**src/design/tcp_rx_defs.svh**
```systemverilog
`ifndef TCP_RX_DEFS_SVH
`define TCP_RX_DEFS_SVH

// Width of one stream word in bits
// Four bytes per beat keeps the header parsing on fixed word boundaries
`define TCP_RX_DATA_W 32

// Width of the byte length fields taken from the IP and TCP headers
`define TCP_RX_LEN_W 16

// Smallest legal IPv4 header length in 32-bit words
// A smaller IHL on the wire is treated as this value
`define IPV4_MIN_IHL 5

// Smallest legal TCP data offset in 32-bit words
// The fixed part of the TCP header is always this long
`define TCP_MIN_OFFSET 5

`endif

```
**src/design/stream_pkg.sv**
```systemverilog
`include "tcp_rx_defs.svh"

package stream_pkg;

	// One beat on any of the word streams in the receive chain
	// The first byte on the wire sits in data[7:0]
	typedef struct packed {
		logic [`TCP_RX_DATA_W-1:0] data; // Four wire bytes in arrival order
		logic                      last; // Final word of the frame
	} word_beat_t;

	// States of the IPv4 deframer
	typedef enum logic [1:0] {
		IP_HEADER  = 2'd0, // Consuming header words including options
		IP_PAYLOAD = 2'd1, // TCP segment passes straight through
		IP_DROP    = 2'd2  // Other protocol so words are eaten until last
	} ip_state_e;

	// States of the segment summary block
	typedef enum logic {
		SUM_COLLECT = 1'b0, // Accepting payload and accumulating
		SUM_HOLD    = 1'b1  // Record presented and waiting for sum_ready
	} sum_state_e;

	// Stream handshake rule for every word_beat_t link
	// A beat moves on a clock edge where valid and ready are both high
	// and valid stays up until that happens

endpackage

```
**src/design/net_hdr_pkg.sv**
```systemverilog
`include "tcp_rx_defs.svh"

package net_hdr_pkg;

	typedef logic [`TCP_RX_LEN_W-1:0] len_t; // Byte length as carried in the headers

	// IP protocol numbers of interest
	typedef enum logic [7:0] {
		PROTO_ICMP = 8'd1,
		PROTO_TCP  = 8'd6,
		PROTO_UDP  = 8'd17
	} ip_proto_e;

	// Fields kept from the IPv4 header in host byte order
	typedef struct packed {
		logic [31:0] src_addr;
		logic [31:0] dst_addr;
		ip_proto_e   protocol;
		len_t        payload_len; // Total length minus the header bytes
	} ipv4_info_t;

	// Control bits of the TCP header that the design keeps
	typedef struct packed {
		logic ack;
		logic rst;
		logic syn;
		logic fin;
	} tcp_flags_t;

	// Fields kept from the TCP header in host byte order
	typedef struct packed {
		logic [15:0] src_port;
		logic [15:0] dst_port;
		logic [31:0] seq_num;
		logic [31:0] ack_num;
		tcp_flags_t  flags;
		logic [15:0] window;
		len_t        payload_len; // Segment bytes after header and options
	} tcp_hdr_t;

	// One record per TCP segment with payload
	typedef struct packed {
		tcp_hdr_t    hdr;
		logic [15:0] word_count;  // Payload words seen
		logic [15:0] payload_sum; // Ones' complement sum of host order halves
	} seg_summary_t;

	// Network fields arrive big endian while the stream puts byte 0 low
	function automatic logic [15:0] swap16(input logic [15:0] v);
		return {v[7:0], v[15:8]};
	endfunction

	function automatic logic [31:0] swap32(input logic [31:0] v);
		return {v[7:0], v[15:8], v[23:16], v[31:24]};
	endfunction

endpackage

```
**src/design/ipv4_deframer.sv**
```systemverilog
`timescale 1ns/1ps
`include "tcp_rx_defs.svh"

module ipv4_deframer (
	input  logic                    clk,
	input  logic                    rst_n,
	input  stream_pkg::word_beat_t  in_beat,
	input  logic                    in_valid,
	output logic                    in_ready,
	output stream_pkg::word_beat_t  out_beat,
	output logic                    out_valid,
	input  logic                    out_ready,
	output net_hdr_pkg::ipv4_info_t ip_info
);
	import stream_pkg::*;
	import net_hdr_pkg::*;

	ip_state_e  state;
	logic [3:0] hdr_ctr;  // Zero based index of the current header word
	logic [3:0] ihl;      // Header length in words for the frame in progress
	logic [3:0] ihl_word; // IHL field of the current word after clamping
	logic       in_xfer;
	logic       hdr_end;

	assign in_xfer = in_valid && in_ready;

	// Short IHL values would end the header before the addresses
	assign ihl_word = (in_beat.data[3:0] < 4'(`IPV4_MIN_IHL)) ?
		4'(`IPV4_MIN_IHL) : in_beat.data[3:0];

	// The stored ihl is never below the minimum so word 0 cannot match here
	assign hdr_end = (state == IP_HEADER) && (hdr_ctr == ihl - 4'd1);

	// Data passes through untouched and only the handshake depends on state
	assign out_beat = in_beat;

	always_comb
	begin
		case (state)
			IP_PAYLOAD:
			begin
				in_ready  = out_ready; // Zero latency pass through
				out_valid = in_valid;
			end
			default:
			begin
				in_ready  = 1'b1; // Header and dropped words are always taken
				out_valid = 1'b0;
			end
		endcase
	end

	always_ff @(posedge clk or negedge rst_n)
	begin
		if (!rst_n)
		begin
			state   <= IP_HEADER;
			hdr_ctr <= 4'd0;
			ihl     <= 4'(`IPV4_MIN_IHL);
		end
		else if (in_xfer)
		begin
			case (state)
				IP_HEADER:
				begin
					if (hdr_ctr == 4'd0)
						ihl <= ihl_word; // Header length for this frame
					if (in_beat.last)
					begin
						hdr_ctr <= 4'd0; // Frame ended inside its header
						state   <= IP_HEADER;
					end
					else if (hdr_end)
					begin
						hdr_ctr <= 4'd0;
						// Protocol was captured two or more words earlier
						state   <= (ip_info.protocol == PROTO_TCP) ? IP_PAYLOAD : IP_DROP;
					end
					else
						hdr_ctr <= hdr_ctr + 4'd1;
				end
				IP_PAYLOAD, IP_DROP:
				begin
					if (in_beat.last)
						state <= IP_HEADER; // Next word starts a new packet
				end
				default: state <= IP_HEADER;
			endcase
		end
	end

	// Header fields are captured as their words go by
	always_ff @(posedge clk)
	begin
		if (in_xfer && (state == IP_HEADER))
		begin
			case (hdr_ctr)
				// Total length sits in bytes 2 and 3 of word 0
				4'd0: ip_info.payload_len <= swap16(in_beat.data[31:16]) - (len_t'(ihl_word) << 2);
				4'd2: ip_info.protocol <= ip_proto_e'(in_beat.data[15:8]);
				4'd3: ip_info.src_addr <= swap32(in_beat.data);
				4'd4: ip_info.dst_addr <= swap32(in_beat.data);
				default: ; // TOS, ident, TTL, checksum and options are not kept
			endcase
		end
	end

endmodule

```
**src/design/tcp_deframer.sv**
```systemverilog
`timescale 1ns/1ps
`include "tcp_rx_defs.svh"

module tcp_deframer (
	input  logic                      clk,
	input  logic                      rst_n,
	input  stream_pkg::word_beat_t    in_beat,
	input  logic                      in_valid,
	output logic                      in_ready,
	input  logic [`TCP_RX_LEN_W-1:0]  ip_payload_len, // From the IPv4 deframer
	output stream_pkg::word_beat_t    out_beat,
	output logic                      out_valid,
	input  logic                      out_ready,
	output net_hdr_pkg::tcp_hdr_t     tcp_hdr
);
	import net_hdr_pkg::*;

	logic [3:0] off_ctr;     // Zero based header word counter
	logic [3:0] data_offset; // Last header word index so offset minus one
	logic [3:0] off_word;    // Offset field of the current word after clamping
	logic       in_xfer;
	logic       hdr_done;

	assign in_xfer = in_valid && in_ready;

	// Offsets under the fixed header size are read as the minimum
	assign off_word = (in_beat.data[7:4] < 4'(`TCP_MIN_OFFSET)) ?
		4'(`TCP_MIN_OFFSET) : in_beat.data[7:4];

	// Counter runs one past the last header word and then parks there
	// Reset leaves data_offset at 15 so words 0 to 3 are always counted
	assign hdr_done = (off_ctr > data_offset);

	assign in_ready  = hdr_done ? out_ready : 1'b1; // Header words go unconditionally
	assign out_valid = hdr_done ? in_valid : 1'b0;
	assign out_beat  = in_beat;                    // Last flag rides along unchanged

	always_ff @(posedge clk or negedge rst_n)
	begin
		if (!rst_n)
		begin
			off_ctr     <= 4'd0;
			data_offset <= '1;
		end
		else if (in_xfer && in_beat.last)
		begin
			off_ctr     <= 4'd0; // Ready for the next segment
			data_offset <= '1;
		end
		else if (in_xfer)
		begin
			if (off_ctr <= data_offset)
				off_ctr <= off_ctr + 4'd1;
			if (off_ctr == 4'd3)
				data_offset <= off_word - 4'd1;
		end
	end

	// Captured fields stay put through the payload for the summary block
	always_ff @(posedge clk)
	begin
		if (in_xfer)
		begin
			case (off_ctr)
				4'd0:
				begin
					tcp_hdr.src_port <= swap16(in_beat.data[15:0]);
					tcp_hdr.dst_port <= swap16(in_beat.data[31:16]);
				end
				4'd1: tcp_hdr.seq_num <= swap32(in_beat.data);
				4'd2: tcp_hdr.ack_num <= swap32(in_beat.data);
				4'd3:
				begin
					// Payload bytes left once header and options are removed
					tcp_hdr.payload_len <= ip_payload_len - (len_t'(off_word) << 2);
					tcp_hdr.flags.ack   <= in_beat.data[11];
					tcp_hdr.flags.rst   <= in_beat.data[10];
					tcp_hdr.flags.syn   <= in_beat.data[9];
					tcp_hdr.flags.fin   <= in_beat.data[8];
					tcp_hdr.window      <= swap16(in_beat.data[31:16]);
				end
				default: ; // Checksum, urgent pointer, options and payload
			endcase
		end
	end

endmodule

```
**src/design/tcp_segment_summary.sv**
```systemverilog
`timescale 1ns/1ps

module tcp_segment_summary (
	input  logic                      clk,
	input  logic                      rst_n,
	input  stream_pkg::word_beat_t    in_beat,
	input  logic                      in_valid,
	output logic                      in_ready,
	input  net_hdr_pkg::tcp_hdr_t     tcp_hdr,
	output net_hdr_pkg::seg_summary_t sum,
	output logic                      sum_valid,
	input  logic                      sum_ready
);
	import stream_pkg::*;
	import net_hdr_pkg::*;

	sum_state_e  state;
	logic [15:0] word_cnt; // Payload words accepted so far in this segment
	logic [15:0] acc;      // Running ones' complement sum
	logic [15:0] next_acc; // Sum including the current beat
	logic        in_xfer;

	// 16-bit ones' complement addition with the carry folded back in
	function automatic logic [15:0] ones_add(input logic [15:0] a, input logic [15:0] b);
		logic [16:0] s;
		s = {1'b0, a} + {1'b0, b};
		return s[15:0] + {15'd0, s[16]}; // Cannot carry out a second time
	endfunction

	assign in_ready  = (state == SUM_COLLECT);
	assign in_xfer   = in_valid && in_ready;
	assign sum_valid = (state == SUM_HOLD); // Rises the cycle after the last beat

	// Both halves are taken in host order before adding
	assign next_acc = ones_add(ones_add(acc, swap16(in_beat.data[15:0])),
		swap16(in_beat.data[31:16]));

	always_ff @(posedge clk or negedge rst_n)
	begin
		if (!rst_n)
		begin
			state    <= SUM_COLLECT;
			word_cnt <= 16'd0;
			acc      <= 16'd0;
		end
		else
		begin
			case (state)
				SUM_COLLECT:
				begin
					if (in_xfer)
					begin
						word_cnt <= word_cnt + 16'd1;
						acc      <= next_acc;
						if (in_beat.last)
							state <= SUM_HOLD; // Record is loaded on this same edge
					end
				end
				SUM_HOLD:
				begin
					// Input stays stalled until the record is taken
					if (sum_ready)
					begin
						state    <= SUM_COLLECT;
						word_cnt <= 16'd0;
						acc      <= 16'd0;
					end
				end
				default: state <= SUM_COLLECT;
			endcase
		end
	end

	// Record register holds steady through SUM_HOLD since no beat is accepted there
	always_ff @(posedge clk)
	begin
		if (in_xfer && in_beat.last)
		begin
			sum.hdr         <= tcp_hdr; // Stable since the TCP header ended
			sum.word_count  <= word_cnt + 16'd1;
			sum.payload_sum <= next_acc;
		end
	end

endmodule

```
**src/design/tcp_rx_top.sv**
```systemverilog
`timescale 1ns/1ps

module tcp_rx_top (
	input  logic                      clk,
	input  logic                      rst_n,
	input  stream_pkg::word_beat_t    in_beat,
	input  logic                      in_valid,
	output logic                      in_ready,
	output net_hdr_pkg::seg_summary_t sum,
	output logic                      sum_valid,
	input  logic                      sum_ready
);
	import stream_pkg::*;
	import net_hdr_pkg::*;

	word_beat_t ip_seg;        // TCP segment with the IPv4 header removed
	logic       ip_seg_valid;
	logic       ip_seg_ready;
	ipv4_info_t ip_info;
	word_beat_t payload;       // Segment payload with the TCP header removed
	logic       payload_valid;
	logic       payload_ready;
	tcp_hdr_t   tcp_hdr;

	ipv4_deframer u_ipv4 (
		.clk(clk), .rst_n(rst_n),
		.in_beat(in_beat), .in_valid(in_valid), .in_ready(in_ready),
		.out_beat(ip_seg), .out_valid(ip_seg_valid), .out_ready(ip_seg_ready),
		.ip_info(ip_info)
	);

	// Only the payload length of the IPv4 fields feeds the next stage
	tcp_deframer u_tcp (
		.clk(clk), .rst_n(rst_n),
		.in_beat(ip_seg), .in_valid(ip_seg_valid), .in_ready(ip_seg_ready),
		.ip_payload_len(ip_info.payload_len),
		.out_beat(payload), .out_valid(payload_valid), .out_ready(payload_ready),
		.tcp_hdr(tcp_hdr)
	);

	tcp_segment_summary u_summary (
		.clk(clk), .rst_n(rst_n),
		.in_beat(payload), .in_valid(payload_valid), .in_ready(payload_ready),
		.tcp_hdr(tcp_hdr),
		.sum(sum), .sum_valid(sum_valid), .sum_ready(sum_ready)
	);

endmodule

```
**config.mk**
```make
export PLATFORM = sky130hd
export DESIGN_NAME = tcp_rx_top
export DESIGN_NICKNAME = d
export VERILOG_FILES = /design/src/design/stream_pkg.sv /design/src/design/net_hdr_pkg.sv /design/src/design/ipv4_deframer.sv /design/src/design/tcp_deframer.sv /design/src/design/tcp_segment_summary.sv /design/src/design/tcp_rx_top.sv
export VERILOG_INCLUDE_DIRS = /design/src /design/src/design
export SDC_FILE = /design/constraint.sdc
export NUM_CORES = 1
export LEC_CHECK = 0
export BUFFER_PORTS_ARGS = -buffer_cell sky130_fd_sc_hd__buf_2
export CAP_MARGIN = 20
export CORE_ASPECT_RATIO = 1.5
export CORE_MARGIN = 2
export CORE_UTILIZATION = 55
export CTS_BUF_LIST = sky130_fd_sc_hd__clkbuf_4 sky130_fd_sc_hd__clkbuf_8 sky130_fd_sc_hd__clkbuf_16
export DETAILED_ROUTE_END_ITERATION = 8
export PLACE_DENSITY = 0.77
export SYNTH_ARGS = -nofsm -noshare
export SYNTH_HDL_FRONTEND = slang
export SYNTH_SLANG_ARGS = --single-unit
```
**constraint.sdc**
```tcl
create_clock -name clk -period 8.43 [get_ports clk]
set_clock_uncertainty 0.15 [all_clocks]
set_input_delay 2.529 -clock clk [delete_from_list [all_inputs] [get_ports clk]]
set_output_delay 2.529 -clock clk [all_outputs]
set_load 0.01 [all_outputs]
```
==> results of run 1 <==
==> placed cells by master (no fill, tap or decap), types with 31 or more instances in the layout <==
master	n
sky130_fd_sc_hd__dfrtp_1	45
sky130_fd_sc_hd__clkbuf_16	31
sky130_fd_sc_hd__xor2_1	39
sky130_fd_sc_hd__o21ai_0	37
sky130_fd_sc_hd__xnor2_1	45
sky130_fd_sc_hd__nor2_1	50
sky130_fd_sc_hd__buf_2	201
sky130_fd_sc_hd__edfxtp_1	320
sky130_fd_sc_hd__buf_4	115
sky130_fd_sc_hd__inv_1	38
sky130_fd_sc_hd__ha_1	58
sky130_fd_sc_hd__nand2_1	48
==> state kept, by name (all words and copies together), names as in the netlist, 4 cells and up <==
signal	flops
u_summary.word_cnt	16
u_tcp.tcp_hdr	132
u_tcp.off_ctr	4
u_ipv4.ip_info	24
u_ipv4.hdr_ctr	4
u_summary.sum	164
u_ipv4.ihl	4
u_tcp.data_offset	4
u_summary.acc	16
==> power by group through the flow <==
stage               Clock [µW]  Combinational (µW)  Sequential (µW)
global placement             0                 413             2120
detailed placement           0                 426             2130
global route              1500                 507             2090
CTS                       1440                 437             2090
finish                    1410                 456             2090
floorplan                    0                 279             2120
==> metrics by stage <==
stage	setup WS, ns	power [µW]	std cells
global placement	-0.758	2540	1636
floorplan	-0.153	2390	999
finish	-0.0535	3960	1704
detailed placement	-0.888	2550	1636
CTS	0.0216	3960	1696
global route	-0.341	4100	1704
==> how the worst min path moves through the flow <==
stage	cells after the start	startpoint	slack (ns)	end
floorplan	0	u_tcp.tcp_hdr[68]	0.25	u_summary.sum[100]
global placement	0	u_tcp.tcp_hdr[89]	0.25	u_summary.sum[121]
detailed placement	0	u_tcp.tcp_hdr[69]	0.25	u_summary.sum[101]
CTS	0	u_tcp.tcp_hdr[37]	0.27	u_summary.sum[69]
global route	0	u_tcp.tcp_hdr[117]	0.27	u_summary.sum[149]
finish	0	u_tcp.tcp_hdr[96]	0.27	u_summary.sum[128]
==> worst max-delay path, delay by kind of cell <==
family | cells | cell delay [ns]
fa+ha+maj | 6 | 1.29
simple gates | 14 | 2.61
buf+inv | 2 | 0.13
mux | 1 | 0.13
compound gates | 12 | 1.85
xor+xnor | 1 | 0.20
==> what timing repair did <==
action                                  in CTS  in global routing
pin swaps                                   10                 24
buffers inserted                             2                  8
cloned                                       0                  0
resized for setup                           11                 31
endpoints found under the setup margin      12                 23
hold buffers                                 0                  0
==> cell type report <==
type,count,area [µm²],share of cell area
sequential,371,10900,0.574
clock inverter,21,191,0.0101
clock buffer,37,821,0.0433
inverter,40,150,0.00792
timing repair buffer,321,1940,0.102
multi-input combinational,572,4540,0.239
tap,342,428,0.0226
==> cells by family (layout without fill, tap and decap cells) <==
family          Yosys count  after routing  synth area share
compound gates          170            170            0.0784
xor+xnor                 90             90            0.0515
fa+ha+maj                68             68            0.0576
buf+inv                  56            419            0.0137
flops                   371            371             0.712
mux                       5              5           0.00344
simple gates            239            239            0.0831
==> layer usage <==
layer / up-vias / part of all wire
met1: 4543 / 0.39
met2: 281 / 0.52
li1: 4461 / -
met5: - / 0
met3: 73 / 0.048
met4: 0 / 0.042
==> tab_implementation.tex, run 1 <==
\begin{tabular}{lr}
\hline
Metric & Value \\
\hline
\multicolumn{2}{l}{\textbf{Layout}} \\
\quad Final net count & 1,442 \\
\quad Fillcell total & 1,804 \\
\quad Number of antenna repair diodes & 0 \\
\quad Design area & 19,000 µm² \\
\quad Area Growth Syn to Fin & 24.0\% \\
\quad Layout cell share with drive strength beyond 1 & 0.324 \\
\quad Utilization of the core after routing & 0.694 \\
\multicolumn{2}{l}{\textbf{Routing}} \\
\quad Post-detailed-route wirelength per cell & 18.8 µm \\
\quad Via-per-instance ratio & 5.49 \\
\quad Initial DRT Pass Iterations & 9 \\
\quad First-iteration detailed-routing DRC count & 676 \\
\quad Vias post-DR & 9,358 \\
\quad Routed WL & 32.1 mm \\
\quad Residual DRC & 18 \\
\quad Antenna viol nets, final & 0 \\
\multicolumn{2}{l}{\textbf{Yosys}} \\
\quad Sequential area share after synthesis & 0.712 \\
\quad Largest cells by area after synthesis & sky130\_fd\_sc\_hd\_\_edfxtp\_1 (63\%), sky130\_fd\_sc\_hd\_\_dfrtp\_1 (7.4\%), sky130\_fd\_sc\_hd\_\_ha\_1 (5.2\%), sky130\_fd\_sc\_hd\_\_xnor2\_1 (2.9\%), sky130\_fd\_sc\_hd\_\_xor2\_1 (2.3\%) \\
\quad Number of enable-type register cells in the synthesized netlist & 320 \\
\quad Share of flip-flops with an asynchronous set or reset & 0.137 \\
\quad Synth cell count leaders & sky130\_fd\_sc\_hd\_\_edfxtp\_1 (320), sky130\_fd\_sc\_hd\_\_ha\_1 (64), sky130\_fd\_sc\_hd\_\_nor2\_1 (50), sky130\_fd\_sc\_hd\_\_xnor2\_1 (50), sky130\_fd\_sc\_hd\_\_nand2\_1 (49) \\
\quad Count of different cell masters after synthesis & 69 \\
\quad Post-Syn Instances & 999 \\
\quad Most used DFF post-synth & sky130\_fd\_sc\_hd\_\_edfxtp\_1 \\
\quad Most frequent cell after synthesis & sky130\_fd\_sc\_hd\_\_edfxtp\_1 \\
\quad Post-Synthesis Cell Area & 15,300 µm² \\
\quad Net count after synthesis & 1,104 \\
\quad Mean instance size in the synthesized netlist & 15.3 µm² \\
\quad Portion of synthesized cell area occupied by the leading cell type & 0.628 \\
\quad Count of warnings emitted by yosys & 0 \\
\quad Leading area contributor after synthesis & sky130\_fd\_sc\_hd\_\_edfxtp\_1 \\
\quad Register bit total from synthesis & 371 \\
\multicolumn{2}{l}{\textbf{Floorplan}} \\
\quad Y dimension of the die & 208 µm \\
\quad Cell Rows & 74 \\
\quad Starting density of the core & 0.560 \\
\quad Floorplan die area & 29,200 µm² \\
\quad Placeable core region & 27,300 µm² \\
\quad Horizontal die dimension & 140 µm \\
\quad Top-Level Pins & 203 \\
\multicolumn{2}{l}{\textbf{Global route}} \\
\quad Initial antenna violation count & 0 \\
\quad Global-route wire length before repair & 49.4 mm \\
\quad Met3 usage & 0.0322 \\
\quad Pin count of the biggest net entering global routing & 89 \\
\quad Via count of the first global-routing pass & 9,383 \\
\quad Met2 routing resource usage after global routing & 0.389 \\
\quad Busiest metal layer after global routing & met2 \\
\quad Met1 Usage GRT & 0.260 \\
\quad Total track usage & 0.217 \\
\quad Final global-route overflow total & 0 \\
\multicolumn{2}{l}{\textbf{Critical path}} \\
\quad Crit-path max cell delay & 0.47 ns \\
\quad Worst setup path startpoint & in\_beat[9] \\
\quad Data arrival time of the worst path & 8.76 ns \\
\quad Minimum setup slack among reg-to-reg paths & 1.56 ns \\
\quad Required time at the worst-slack endpoint & 8.71 ns \\
\quad Most used cell along the critical path & sky130\_fd\_sc\_hd\_\_ha\_4 \\
\quad Worst setup path class & primary input to register \\
\quad Register-to-Register Path Depth & 35 \\
\quad CP endpoint & u\_summary.sum[13] \\
\quad Nature of the critical path endpoint & register \\
\quad Worst flop-to-flop path startpoint & u\_summary.acc[0] \\
\quad Endpoint of the most critical register-to-register path & u\_summary.sum[13] \\
\quad CP Launch Type & primary input \\
\quad Highest-delay cell along the critical path & sky130\_fd\_sc\_hd\_\_or3b\_4 \\
\quad Maximum fanout count along the critical path & 6 \\
\multicolumn{2}{l}{\textbf{Placement}} \\
\quad Port bufs & 202 \\
\quad Detail Placement HPWL & 22.1 mm \\
\quad Routability cong. & 0.898 \\
\quad Post-Place Cell Area & 17,600 µm² \\
\multicolumn{2}{l}{\textbf{Clocking}} \\
\quad Total CTS buffers & 31 \\
\quad Clock tree from TritonCTS & yes \\
\quad Buffer depth of the longest clock path & 3 \\
\quad Number of clock sinks & 371 \\
\quad CTS Root Buffer Type & sky130\_fd\_sc\_hd\_\_clkbuf\_16 \\
\quad Deepest level of the CTS H-tree & 1 \\
\quad CTS clk-pin slew, worst paths & 0.07 ns \\
\quad Worst skew pair latency & 0.57 ns \\
\multicolumn{2}{l}{\textbf{Outcome}} \\
\quad Run status & finished with violations \\
\quad Violations in the final reports & design-rule violations, negative setup slack \\
\multicolumn{2}{l}{\textbf{STA}} \\
\quad Max Clock Freq & 118 MHz \\
\quad Setup repair after global routing missed its margin & yes \\
\quad PnR worst setup slack & -0.0535 ns \\
\quad Max-slew violations & 0 \\
\quad Setup\_tns & -0.148 ns \\
\quad Final hold violation count & 0 \\
\quad Worst-margin pin slew & 1.16 ns \\
\quad Endpoints failing setup & 6 \\
\quad Remaining max-slew budget at the tightest pin & 0.216 \\
\quad Worst hold-check slack & 0.266 ns \\
\quad Final Critical Period & 8.48 ns \\
\quad Fin crit share & 1.01 \\
\multicolumn{2}{l}{\textbf{Power}} \\
\quad Comb pwr share & 0.115 \\
\quad Total power density per cell area & 209 nW/µm² \\
\quad Psw & 913 µW \\
\quad Share of power burned in registers & 0.528 \\
\quad Pleak & 0.00747 µW \\
\quad VDD IR max & 0.202 mV \\
\quad Internal power of the cells & 3040 µW \\
\quad Net Sw Frac & 0.231 \\
\quad Fraction of power consumed by the clock network & 0.357 \\
\multicolumn{2}{l}{\textbf{Job}} \\
\quad \# Max-Cap Violations & 0 \\
\multicolumn{2}{l}{\textbf{Worst hold path}} \\
\quad Path type of the worst min-delay path & register to register \\
\hline
\end{tabular}
Note: power is estimated with default switching activity, not from simulation.
==> inputs of run 2 (changes only) <==
Clock period 8.43 ns to 8.5 ns, I/O delays scaled along.
==> run 2 against run 1 <==
The run still ends with design-rule violations, negative setup slack left; die area did not move; hold slack got worse by 0.0060 ns; non-clock buffer count fell by 8; via count rose by 0.17%; critical path depth did not move; flip-flop and latch count did not move; combinational power fell by 5.7%; register-to-register slack improved by 0.13 ns; first-iteration DRC count fell by 16%; sequential share of layout area rose by 0.19 points; sequential power barely moved; global-route usage rose by 0.26 points; largest cell class unchanged; highest routed layer unchanged.
==> tab_implementation.tex, run 2 (synthesized netlist as in run 1, its figures left out) <==
\begin{tabular}{lr}
\hline
Metric & Value \\
\hline
\multicolumn{2}{l}{\textbf{Critical path}} \\
\quad Maximum fanout count along the critical path & 5 (-1) \\
\quad Worst setup path class & primary input to register \\
\quad Highest-delay cell along the critical path & sky130\_fd\_sc\_hd\_\_or3b\_4 \\
\quad Crit-path max cell delay & 0.48 ns (about the same) \\
\quad CP Launch Type & primary input \\
\quad Nature of the critical path endpoint & register \\
\quad Required time at the worst-slack endpoint & 8.73 ns (+0.02 ns) \\
\quad Data arrival time of the worst path & 8.74 ns (-0.02 ns) \\
\multicolumn{2}{l}{\textbf{Layout}} \\
\quad Area Growth Syn to Fin & 23.6\% \\
\quad Max FFs per register & 164 (unchanged) \\
\quad Footprint of the multi-input gates & 4430 µm² (-2.5\%) \\
\quad Sequential standard cell area & 10,900 µm² (unchanged) \\
\quad Registers with the highest flip-flop counts & u\_summary.sum (164), u\_tcp.tcp\_hdr (132), u\_ipv4.ip\_info (24) \\
\quad Commonest non-fill, non-tap cell in the layout & sky130\_fd\_sc\_hd\_\_edfxtp\_1 \\
\quad Layout cell share with drive strength beyond 1 & 0.314 (-0.00963) \\
\quad Fillcell total & 1,816 (+0.67\%) \\
\quad Most frequent cells in the layout & sky130\_fd\_sc\_hd\_\_edfxtp\_1 (320), sky130\_fd\_sc\_hd\_\_buf\_2 (201), sky130\_fd\_sc\_hd\_\_buf\_4 (110), sky130\_fd\_sc\_hd\_\_ha\_1 (59), sky130\_fd\_sc\_hd\_\_nor2\_1 (49) \\
\quad Final net count & 1,437 (-0.35\%) \\
\quad Top reg by flops & u\_summary.sum \\
\multicolumn{2}{l}{\textbf{Placement}} \\
\quad Routability cong. & 0.870 (-3.1\%) \\
\quad Worst slack at placement & -0.684 ns (+0.205 ns) \\
\quad Port bufs & 202 (unchanged) \\
\quad Detail Placement HPWL & 22.4 mm (+1.2\%) \\
\multicolumn{2}{l}{\textbf{Floorplan}} \\
\quad Y dimension of the die & 208 µm (unchanged) \\
\quad Horizontal die dimension & 140 µm (unchanged) \\
\quad Cell Rows & 74 (unchanged) \\
\quad Placeable core region & 27,300 µm² (unchanged) \\
\quad Top-Level Pins & 203 (unchanged) \\
\quad Starting density of the core & 0.560 (unchanged) \\
\quad Floorplan die area & 29,200 µm² (unchanged) \\
\multicolumn{2}{l}{\textbf{Routing}} \\
\quad Antenna viol nets, final & 0 (unchanged) \\
\quad Initial DRT Pass Iterations & 9 (unchanged) \\
\quad Wire length on met2 & 16.5 mm (-1.1\%) \\
\quad Via-per-instance ratio & 5.52 (+0.47\%) \\
\quad Met1 wire length & 12.6 mm (+0.29\%) \\
\quad Residual DRC & 16 (-2) \\
\quad Vias post-DR & 9,374 (+0.17\%) \\
\quad Highest routed metal layer & met4 \\
\quad Post-detailed-route wirelength per cell & 19.0 µm (+0.60\%) \\
\quad First-iteration detailed-routing DRC count & 567 (-16\%) \\
\quad Length of routed met3 wiring & 1.51 mm (-1.8\%) \\
\quad Routed WL & 32.2 mm (+0.31\%) \\
\multicolumn{2}{l}{\textbf{STA}} \\
\quad Fin crit share & 1.00 \\
\quad Endpoints failing setup & 1 (-5) \\
\quad Remaining max-slew budget at the tightest pin & 0.214 (-0.00188) \\
\quad Setup\_tns & -0.0163 ns (+0.132 ns) \\
\quad Final Critical Period & 8.52 ns \\
\quad Worst-margin pin slew & 1.16 ns (+0.00278 ns) \\
\quad Worst hold-check slack & 0.260 ns (-0.00605 ns) \\
\quad Setup repair after global routing missed its margin & yes \\
\quad Final hold violation count & 0 (unchanged) \\
\quad PnR worst setup slack & -0.0163 ns (+0.0372 ns) \\
\quad Max-slew violations & 0 (unchanged) \\
\quad Max Clock Freq & 117 MHz \\
\multicolumn{2}{l}{\textbf{Clocking}} \\
\quad Deepest level of the CTS H-tree & 2 (+1) \\
\quad CTS Root Buffer Type & sky130\_fd\_sc\_hd\_\_clkbuf\_16 \\
\quad Total CTS buffers & 34 (+9.7\%) \\
\quad Buffer depth of the longest clock path & 3 (unchanged) \\
\quad Clock tree from TritonCTS & yes \\
\quad Number of clock sinks & 371 (unchanged) \\
\quad Worst skew pair latency & 0.52 ns (-0.05 ns) \\
\quad CTS clk-pin slew, worst paths & 0.07 ns (about the same) \\
\quad Total of hold buffers inserted after clock tree synthesis & 0 (unchanged) \\
\multicolumn{2}{l}{\textbf{Global route}} \\
\quad Initial antenna violation count & 1 (+1) \\
\quad Global-route wire length before repair & 49.7 mm (+0.54\%) \\
\quad Pin count of the biggest net entering global routing & 77 (-13\%) \\
\quad Final global-route overflow total & 0 (unchanged) \\
\quad Via count of the first global-routing pass & 9,438 (+0.59\%) \\
\quad Total track usage & 0.219 (+0.00258) \\
\multicolumn{2}{l}{\textbf{Power}} \\
\quad VDD IR max & 0.152 mV (-25\%) \\
\quad Total power density per cell area & 214 nW/µm² (+2.8\%) \\
\quad Pleak & 0.00746 µW (-0.14\%) \\
\quad Final Power & 4050 µW (+2.4\%) \\
\multicolumn{2}{l}{\textbf{Outcome}} \\
\quad Violations in the final reports & design-rule violations, negative setup slack \\
\quad Run status & finished with violations \\
\multicolumn{2}{l}{\textbf{Job}} \\
\quad \# Max-Cap Violations & 0 (unchanged) \\
\multicolumn{2}{l}{\textbf{Worst hold path}} \\
\quad Path type of the worst min-delay path & register to register \\
\hline
\end{tabular}
## run 2: path summary, 6_finish.rpt
kind	cells past startpoint	slack [ns]	endpoint	startpoint
min in group asynchronous	2	2.03	u_ipv4.ihl[1]	rst_n
min reg2reg	0	0.26	u_summary.sum[163]	u_tcp.tcp_hdr[131]
max reg2reg	35	1.69	u_summary.sum[13]	u_summary.acc[0]
max in group asynchronous	2	5.70	u_ipv4.state[1]	rst_n
min	0	0.26	u_summary.sum[163]	u_tcp.tcp_hdr[131]
max	36	-0.02	u_summary.sum[13]	in_beat[9]
## run 2: final cells by class
cell class | instances | area share
Timing Repair Buffer | 313 | 0.0983
Clock buffer | 42 | 0.0491
Tap cell | 342 | 0.0226
Antenna cell | 1 | 0.000132
Sequential cell | 371 | 0.576
Multi-Input combinational cell | 572 | 0.234
Inverter | 40 | 0.00794
Clock inverter | 18 | 0.0115
## run 2: stage by stage
stage	instance area (µm²)	std cells	util
after CTS	18700	1690	0.686
after global placement	17600	1628	0.643
after detailed placement	17600	1628	0.643
after floorplan	15400	999	-
final	18900	1699	0.692
after global routing	18900	1699	0.692
## run 2: metal layers
layer	vias up	global-route usage
li1	4447	-
met1	4569	0.259
met2	281	0.385
met3	77	0.0368
met4	0	0.114
met5	-	0
## run 2: critical path, delay by kind of cell
| family | cells | cell delay [ns] |
|---|---|---|
| multiplexers | 1 | 0.13 |
| buffers and inverters | 2 | 0.13 |
| XOR/XNOR | 1 | 0.20 |
| AO/OA/AOI/OAI | 12 | 1.75 |
| AND/OR/NAND/NOR | 14 | 2.59 |
| adder cells (fa/ha/maj) | 6 | 1.39 |
## run 2: power by group
part           internal, µW  switching [µW]
clock                   930             622
combinational           188             242
sequential             2040            36.0
## run 2: timing repair
item                       4_1_cts  5_1_grt
resized for setup                3       21
setup buffers                    2        8
setup endpoints to repair        6       19
pin swaps                        7        5
